--- config.mk ---
export PLATFORM = sky130hd
export DESIGN_NAME = anpc_sequencer
export DESIGN_NICKNAME = d
export VERILOG_FILES = /design/src/common/anpc_pkg.sv /design/src/target_select.sv /design/src/step_timer.sv /design/src/commutation_table.sv /design/src/commutation_ctrl.sv /design/src/anpc_sequencer.sv
export SDC_FILE = /design/constraint.sdc
export NUM_CORES = 1
export LEC_CHECK = 0
export ABC_AREA = 1
export BUFFER_PORTS_ARGS = -buffer_cell sky130_fd_sc_hd__buf_2
export CAP_MARGIN = 20
export CORE_UTILIZATION = 44
export CTS_CLUSTER_SIZE = 14
export DETAILED_ROUTE_END_ITERATION = 6
export GPL_TIMING_DRIVEN = 0
export SLEW_MARGIN = 20
export SYNTH_ARGS = -nofsm -noshare
export SYNTH_HDL_FRONTEND = slang
export SYNTH_SLANG_ARGS = --single-unit
--- constraint.sdc ---
create_clock -name clk -period 5.1 [get_ports clk]
set_clock_uncertainty 0.1 [all_clocks]
set_input_delay 1.02 -clock clk [delete_from_list [all_inputs] [get_ports clk]]
set_output_delay 1.02 -clock clk [all_outputs]
set_load 0.03 [all_outputs]
--- src/common/anpc_pkg.sv ---
package anpc_pkg;

    //////////////////////////////////////////////////
    // Widths
    //////////////////////////////////////////////////

    localparam int DELAY_WIDTH = 8; // Bits of every dwell time

    typedef logic [DELAY_WIDTH-1:0] dwell_t;   // Dwell in clock cycles
    typedef logic [5:0]             gate_word_t; // Upper group [5:3], lower group [2:0]
    typedef logic [1:0]             step_idx_t;  // Up to four steps per sequence

    //////////////////////////////////////////////////
    // Enumerations
    //////////////////////////////////////////////////

    // Switching states of one ANPC leg
    typedef enum logic [2:0] {
        P,
        Z_U2,
        Z_U1,
        Z_L1,
        Z_L2,
        N
    } anpc_state_t;

    // Requested output level
    typedef enum logic [1:0] {
        V_ZERO = 2'd0,
        V_POS  = 2'd1,
        V_NEG  = 2'd2
    } v_level_t;

    // Commutation type, picks the zero state
    typedef enum logic [1:0] {
        TYPE_I,
        TYPE_II,
        TYPE_III
    } comm_type_t;

    // Which dwell time a step holds for
    typedef enum logic [1:0] {
        DW_SHORT,
        DW_OFF_ON,
        DW_ON_OFF_V0,
        DW_OFF_ON_I0
    } dwell_sel_t;

    //////////////////////////////////////////////////
    // Structs
    //////////////////////////////////////////////////

    typedef struct packed {
        dwell_t t_short;
        dwell_t t_off_on;
        dwell_t t_on_off_v0;
        dwell_t t_off_on_i0;
    } dwell_set_t;

    // One step of a commutation sequence
    typedef struct packed {
        gate_word_t gates;
        dwell_sel_t dwell;
        logic       last;  // Final step of the sequence
    } comm_step_t;

    localparam anpc_state_t RESET_STATE = Z_U2;

endpackage

--- src/target_select.sv ---
`timescale 1ns/10ps

module target_select import anpc_pkg::*; (
    input  anpc_state_t state,
    input  v_level_t    level,
    input  comm_type_t  comm_type,
    output anpc_state_t target
);

    always_comb begin
        target = state;  // Stay unless a rule below applies
        case (state)
            P: begin
                if (level == V_ZERO) begin
                    case (comm_type)
                        TYPE_II:  target = Z_L2;
                        TYPE_III: target = Z_L1;
                        default:  target = Z_U2;  // Type I and unknown codes
                    endcase
                end
            end

            N: begin
                if (level == V_ZERO) begin
                    case (comm_type)
                        TYPE_II:  target = Z_U2;
                        TYPE_III: target = Z_U1;
                        default:  target = Z_L2;
                    endcase
                end
            end

            // All zero states leave the same way
            Z_U2, Z_U1, Z_L1, Z_L2: begin
                if (level == V_POS) begin
                    target = P;
                end else if (level == V_NEG) begin
                    target = N;
                end
            end
        endcase
    end

endmodule

--- src/step_timer.sv ---
`timescale 1ns/10ps

module step_timer import anpc_pkg::*; (
    input  logic       clk,
    input  logic       rst,
    input  dwell_set_t dwells,
    input  dwell_sel_t dwell,
    input  logic       start,
    input  logic       advance,
    output logic       step_done
);

    dwell_t dwell_val;   // Active dwell time
    dwell_t last_count;  // Count value of the final cycle
    dwell_t count;

    always_comb begin
        case (dwell)
            DW_SHORT:     dwell_val = dwells.t_short;
            DW_OFF_ON:    dwell_val = dwells.t_off_on;
            DW_ON_OFF_V0: dwell_val = dwells.t_on_off_v0;
            default:      dwell_val = dwells.t_off_on_i0;
        endcase
    end

    // Zero dwell behaves as a single cycle
    assign last_count = (dwell_val == '0) ? '0 : dwell_val - 1'b1;

    assign step_done = advance && (count == last_count);

    //////////////////////////////////////////////////
    // Cycle counter
    //////////////////////////////////////////////////

    always_ff @(posedge clk or posedge rst) begin
        if (rst) begin
            count <= '0;
        end else if (start || !advance) begin
            count <= '0;  // Parked at zero outside a sequence
        end else if (step_done) begin
            count <= '0;  // Wrap for the next step
        end else begin
            count <= count + 1'b1;
        end
    end

endmodule

--- src/commutation_table.sv ---
`timescale 1ns/10ps

module commutation_table import anpc_pkg::*; (
    input  anpc_state_t state,
    input  anpc_state_t dest,
    input  logic        busy,
    input  step_idx_t   step,
    output comm_step_t  entry
);

    // Gate word held while resting in a state
    function automatic gate_word_t steady_word(anpc_state_t s);
        case (s)
            P:       return 6'b110_001;
            Z_U2:    return 6'b010_010;
            Z_U1:    return 6'b010_110;
            Z_L1:    return 6'b101_001;
            Z_L2:    return 6'b001_001;
            N:       return 6'b001_110;
            default: return 6'b010_010;
        endcase
    endfunction

    function automatic comm_step_t make_step(gate_word_t g, dwell_sel_t d, logic l);
        return '{gates: g, dwell: d, last: l};
    endfunction

    //////////////////////////////////////////////////
    // Sequence lookup
    //////////////////////////////////////////////////

    always_comb begin
        entry = make_step(steady_word(state), DW_SHORT, 1'b0);
        if (busy) begin
            // Ends any step index not listed below
            entry = make_step(steady_word(dest), DW_SHORT, 1'b1);
            case (state)
                Z_U2: begin
                    case (dest)
                        P: case (step)
                            2'd0: entry = make_step(6'b010_000, DW_OFF_ON, 1'b0);
                            2'd1: entry = make_step(6'b110_000, DW_SHORT, 1'b0);
                            2'd2: entry = make_step(6'b110_001, DW_SHORT, 1'b1);
                        endcase
                        N: case (step)
                            2'd0: entry = make_step(6'b011_010, DW_SHORT, 1'b0);
                            2'd1: entry = make_step(6'b001_010, DW_OFF_ON, 1'b0);
                            2'd2: entry = make_step(6'b001_110, DW_SHORT, 1'b1);
                        endcase
                    endcase
                end

                Z_U1: begin
                    case (dest)
                        P: case (step)  // Waits for zero current first
                            2'd0: entry = make_step(6'b010_010, DW_OFF_ON_I0, 1'b0);
                            2'd1: entry = make_step(6'b010_011, DW_SHORT, 1'b0);
                            2'd2: entry = make_step(6'b010_001, DW_OFF_ON, 1'b0);
                            2'd3: entry = make_step(6'b110_001, DW_SHORT, 1'b1);
                        endcase
                        N: case (step)
                            2'd0: entry = make_step(6'b000_110, DW_OFF_ON, 1'b0);
                            2'd1: entry = make_step(6'b001_110, DW_SHORT, 1'b1);
                        endcase
                    endcase
                end

                Z_L1: begin
                    case (dest)
                        P: case (step)
                            2'd0: entry = make_step(6'b100_001, DW_OFF_ON, 1'b0);
                            2'd1: entry = make_step(6'b110_001, DW_SHORT, 1'b1);
                        endcase
                        N: case (step)
                            2'd0: entry = make_step(6'b001_001, DW_OFF_ON_I0, 1'b0);
                            2'd1: entry = make_step(6'b001_011, DW_SHORT, 1'b0);
                            2'd2: entry = make_step(6'b001_010, DW_OFF_ON, 1'b0);
                            2'd3: entry = make_step(6'b001_110, DW_SHORT, 1'b1);
                        endcase
                    endcase
                end

                Z_L2: begin
                    case (dest)
                        P: case (step)
                            2'd0: entry = make_step(6'b011_001, DW_SHORT, 1'b0);
                            2'd1: entry = make_step(6'b010_001, DW_OFF_ON, 1'b0);
                            2'd2: entry = make_step(6'b110_001, DW_SHORT, 1'b1);
                        endcase
                        N: case (step)
                            2'd0: entry = make_step(6'b001_000, DW_OFF_ON, 1'b0);
                            2'd1: entry = make_step(6'b001_100, DW_SHORT, 1'b0);
                            2'd2: entry = make_step(6'b001_110, DW_SHORT, 1'b1);
                        endcase
                    endcase
                end

                P: begin
                    case (dest)
                        Z_U2: case (step)
                            2'd0: entry = make_step(6'b110_000, DW_SHORT, 1'b0);
                            2'd1: entry = make_step(6'b010_000, DW_OFF_ON, 1'b0);
                            2'd2: entry = make_step(6'b010_010, DW_SHORT, 1'b1);
                        endcase
                        Z_L1: case (step)
                            2'd0: entry = make_step(6'b100_001, DW_OFF_ON, 1'b0);
                            2'd1: entry = make_step(6'b101_001, DW_SHORT, 1'b1);
                        endcase
                        Z_L2: case (step)
                            2'd0: entry = make_step(6'b010_001, DW_OFF_ON, 1'b0);
                            2'd1: entry = make_step(6'b011_001, DW_SHORT, 1'b0);
                            2'd2: entry = make_step(6'b001_001, DW_SHORT, 1'b1);
                        endcase
                    endcase
                end

                N: begin
                    case (dest)
                        Z_U2: case (step)  // Only user of the V0 dwell
                            2'd0: entry = make_step(6'b001_010, DW_OFF_ON, 1'b0);
                            2'd1: entry = make_step(6'b011_010, DW_ON_OFF_V0, 1'b0);
                            2'd2: entry = make_step(6'b010_010, DW_SHORT, 1'b1);
                        endcase
                        Z_U1: case (step)
                            2'd0: entry = make_step(6'b000_110, DW_OFF_ON, 1'b0);
                            2'd1: entry = make_step(6'b010_110, DW_SHORT, 1'b1);
                        endcase
                        Z_L2: case (step)
                            2'd0: entry = make_step(6'b001_100, DW_SHORT, 1'b0);
                            2'd1: entry = make_step(6'b001_000, DW_OFF_ON, 1'b0);
                            2'd2: entry = make_step(6'b001_001, DW_SHORT, 1'b1);
                        endcase
                    endcase
                end
            endcase
        end
    end

endmodule

--- src/commutation_ctrl.sv ---
`timescale 1ns/10ps

module commutation_ctrl import anpc_pkg::*; (
    input  logic        clk,
    input  logic        rst,
    input  anpc_state_t target,
    input  comm_step_t  entry,
    input  logic        step_done,
    output anpc_state_t state,
    output anpc_state_t dest,
    output logic        busy,
    output step_idx_t   step,
    output logic        start,
    output logic        advance,
    output gate_word_t  gates
);

    typedef enum logic {
        IDLE,
        COMMUTATE
    } phase_t;

    phase_t phase;

    //////////////////////////////////////////////////
    // Status and handoff to the step timer
    //////////////////////////////////////////////////

    assign busy    = (phase == COMMUTATE);
    assign advance = busy;  // Timer runs only inside a sequence

    // One cycle wide, the next cycle is already busy
    assign start = (phase == IDLE) && (target != state);

    //////////////////////////////////////////////////
    // Phase FSM
    //////////////////////////////////////////////////

    always_ff @(posedge clk or posedge rst) begin
        if (rst) begin
            phase <= IDLE;
            state <= RESET_STATE;
            dest  <= RESET_STATE;
            step  <= '0;
        end else begin
            case (phase)
                IDLE: begin
                    // Target is frozen here for the whole sequence
                    if (start) begin
                        phase <= COMMUTATE;
                        dest  <= target;
                        step  <= '0;
                    end
                end

                COMMUTATE: begin
                    if (step_done) begin
                        if (entry.last) begin
                            state <= dest;  // Commit new switching state
                            phase <= IDLE;
                        end else begin
                            step <= step + 1'b1;
                        end
                    end
                end

                default: begin
                    phase <= IDLE;
                end
            endcase
        end
    end

    //////////////////////////////////////////////////
    // Gate output register
    //////////////////////////////////////////////////

    // One cycle behind the table, glitch free towards the drivers
    always_ff @(posedge clk or posedge rst) begin
        if (rst) begin
            gates <= 6'b010_010;  // Steady word of Z_U2
        end else begin
            gates <= entry.gates;
        end
    end

endmodule

--- src/anpc_sequencer.sv ---
`timescale 1ns/10ps

module anpc_sequencer import anpc_pkg::*; (
    input  logic       clk,
    input  logic       rst,
    input  v_level_t   level,
    input  comm_type_t comm_type,
    input  dwell_set_t dwells,
    output gate_word_t gates
);

    anpc_state_t state;
    anpc_state_t target;
    anpc_state_t dest;
    logic        busy;
    step_idx_t   step;
    comm_step_t  entry;
    logic        start;
    logic        advance;
    logic        step_done;

    commutation_ctrl u_ctrl (
        .clk       (clk),
        .rst       (rst),
        .target    (target),
        .entry     (entry),
        .step_done (step_done),
        .state     (state),
        .dest      (dest),
        .busy      (busy),
        .step      (step),
        .start     (start),
        .advance   (advance),
        .gates     (gates)
    );

    target_select u_target (
        .state     (state),
        .level     (level),
        .comm_type (comm_type),
        .target    (target)
    );

    step_timer u_timer (
        .clk       (clk),
        .rst       (rst),
        .dwells    (dwells),
        .dwell     (entry.dwell),  // Dwell kind of the current step
        .start     (start),
        .advance   (advance),
        .step_done (step_done)
    );

    commutation_table u_table (
        .state (state),
        .dest  (dest),
        .busy  (busy),
        .step  (step),
        .entry (entry)
    );

endmodule

==> results list <==
- Status: finished, final reports clean
- Final hold violations: 0
* Distinct cell type count of the synthesized netlist: between 50 and 60
* Via count normalized by instance count: between 5 and 6
* Num ports: between 40 and 50
- The tightest hold path in the finished design has a slack of 0.4118 ns.
* Number of design rule violations left after detail routing: 0
- For the pin with the worst max-slew slack, the measured transition is ~0.89 ns.
- In this run the remaining antenna-violating nets after routing total 0.
- For this run, the total global-route usage over all layers was measured as 0.2566.
- The first global-routing pass estimated 14750 um of wire.
- Of the cells placed in the final design, the portion with a size suffix greater than 1 is 0.2074.
- Detailed placement finished with a half-perimeter wire length of between 7000 and 8000 um.
- During placement, the flow inserted port buffers numbering 43.
* Total die area: around 7200 um2
- In this run, post-CTS repair resized a total of 0 instances.
- Wires add up to slightly above 9000 um.
- Routability-driven placement finished with a final weighted congestion of 0.9288.
- In the final routed layout, each cell accounts on average for approximately 15 um.
- Area of the core region: about 6500 um2
- Counting every instance in the synthesized netlist gives 469.
* Startpoint type of the worst setup path: flip-flop
* Hold buffer count at cts: 0
* Chip Width: between 80 and 90 um
* Max-slew headroom: 0.4043
- TritonCTS built the clock tree.
- Critical setup path kind: reg2reg
- Max-cap violations in this run came to 0.
* Data required time of the critical path: approximately 5.2 ns
* Vias: around 3400
- Source-to-sink clock delay at the later pin of the worst-skew pair: 0.27 ns
* Via count of the first global-routing pass: approximately 3100
- Power comes to 0.002091 W.
- Sink Count: 23
- From synthesis to final layout, the design area changed by 11.89%.
- Initial antenna violation count: 0
- Die Height: 84.99 um
* Number of synthesized register bits: 23
- Layout Nets: 567
- The Yosys step of the flow raised 0 warnings.
* Number of CTS-inserted buffers: 3
- Kind of capture point of the worst setup path: flip-flop
* Unrepaired setup endpoints after global routing: no
- Number of rows in the core area: 29
- Length of the first detailed-routing pass in iterations: 5
- Crit share post-route: 0.7409
- The most used flip-flop cell after synthesis is dfrtp_1.
- Setup violations remaining at the end of the flow were counted as 0.
- For this configuration, the core starts out at a cell density of 0.4666.
* Peak supply drop: ~0.31 mV
- Setup Total Neg Slack: 0 ns
- Number of setup buffers added after CTS: 0
- Combined area of all synthesized cells: approximately 3000 um2
- Clock tree synthesis selected as its root buffer the cell clkbuf_8.
- Final Max Tran Viols: 0
- Syn_area_per_cell: about 6.5 um2
* Hold WC Path Type: reg2reg
* Share of synthesized area occupied by flip-flops and latches: 0.1916
- Cell Area, Placed: approximately 3300 um2
* Fraction of registers with async set or reset after synthesis: 1.000
- The detailed router finished its first iteration with about 300 violations.
* P_leak: approximately 1.7 nW
- The worst path in the final design needs a cycle of between 3 and 4 ns, including I/O delays and setup.
- Yosys mapped a number of flops with a built-in enable equal to 0.
- Clock-pin slew was measured on the worst setup and hold paths at about 0.10 ns.
- CTS built an H-tree with a depth of 1.
- CP Data Arrival Time: roughly 3.8 ns
- Entering global routing, the biggest net connects 24 pins.
- In this run the power density over the cells is between 600 and 700 nW/um2.
- Synthesis produced a netlist with a net count of ~520.
- The longest clock path from root to sink contains 2 buffers.
- Reg2reg setup slack: roughly 1.3 ns
* Antenna cell count: 0
* Largest fanout on the critical path: 10
- After global routing the overflow that remains totals 0.
- Post-route cell area: roughly 3400 um2
- Achievable Freq: around 260 MHz
## metal layers
metal  up-vias  global-route usage  wire, um
li1       1681                   -         -
met1      1541              0.3761      4424
met2       153              0.3864      3824
met3        16             0.03405       636
met4         0             0.08629       163
met5         -                   0         0
## layout make-up
class | count | area (um2)
repair buffers | 43 | 215.2
fillers | 676 | 3104
flip-flops and latches | 23 | 580.6
well taps | 77 | 96.34
clock buffers | 3 | 41.29
multi-input cells | 367 | 2108
clock inverters | 1 | 7.507
plain buffers | 13 | 91.34
inverters | 66 | 250.2
## worst max-delay path, stage by stage (launching register included)
cell	delay [ns]
dfrtp_1	0.45
inv_1	0.15
ha_1	0.31
inv_1	0.14
nand2_1	0.09
nand2_1	0.07
nand2_1	0.05
nand2_1	0.05
nand2_1	0.07
nor2_2	0.13
nand2_4	0.12
buf_6	0.16
o21ai_1	0.11
nand3_1	0.12
nand2_2	0.16
ha_1	0.24
inv_1	0.08
o21ai_1	0.22
nand3_1	0.10
nand2_1	0.07
nand2_1	0.08
nor2_4	0.17
inv_2	0.05
nor2_2	0.15
nand2_2	0.08
nand2_4	0.10
nor2_1	0.06
## placed cells by master (no fill, tap or decap), types with 6 or more instances in the layout
master and count:
buf_2 44, nand4_1 25, nor2_1 46, o21ai_0 38, or2_1 7, o21ai_1 9, nor2_2 6, nand3_1 53
dfrtp_1 19, a21oi_1 6, ha_1 12, inv_1 59, nand2_2 12, nand2_1 88
## path summary, 6_finish.rpt
path / start / to / depth (start not counted)
min in group asynchronous: rst / u_ctrl.step[0] / 2
worst min register to register: u_timer.count[0] / u_timer.count[0] / 1
max in group asynchronous: rst / u_ctrl.dest[2] / 2
worst max-delay path: u_ctrl.step[0] / u_timer.count[0] / 26
worst max register to register: u_ctrl.step[0] / u_timer.count[0] / 26
worst min-delay path: u_timer.count[0] / u_timer.count[0] / 1
## cells in the mapped netlist, types with 6 or more instances
library cell,instances,area (um2)
nor2_2,6,37.54
nand4_1,25,156.4
nor2_1,46,172.7
o21ai_0,38,190.2
nand3_1,53,265.3
o21ai_1,9,45.04
ha_1,12,150.1
or2_1,7,43.79
inv_1,59,221.5
nand2_1,88,330.3
dfrtp_1,19,475.5
a21oi_1,6,30.03
nand2_2,12,75.07
## power by group
group	leakage [nW]	internal, W	switching, W
Sequential	0.287	0.000246	0.0000364
Combinational	1.37	0.000537	0.00115
Clock	0.0217	0.0000554	0.0000683
Total	1.68	0.000839	0.00125
## kinds of logic after synthesis
| group | after synthesis | synth area share |
|---|---|---|
| and+or+nand+nor | 267 | 0.4661 |
| buffers and inverters | 79 | 0.1127 |
| AOI/OAI and AO/OA | 82 | 0.1627 |
| DFF | 23 | 0.1916 |
| adders and majority gates | 12 | 0.04954 |
| xor gates and xnor gates | 6 | 0.01734 |
## registers in the layout (all words and copies together), names as in the netlist
register	count
u_ctrl.dest	3
u_ctrl.step	2
u_ctrl.advance	1
u_ctrl.state	3
u_timer.count	8
u_ctrl.gates	6
## metrics by stage
step	utilization	instances	setup WS, ns
CTS	0.5221	593	1.375
finish	0.5221	593	1.321
detailed placement	0.5145	589	1.398
floorplan	-	469	1.942
global placement	0.5145	589	1.427
global route	0.5221	593	0.9527
Note: power is estimated with default switching activity, not from simulation.
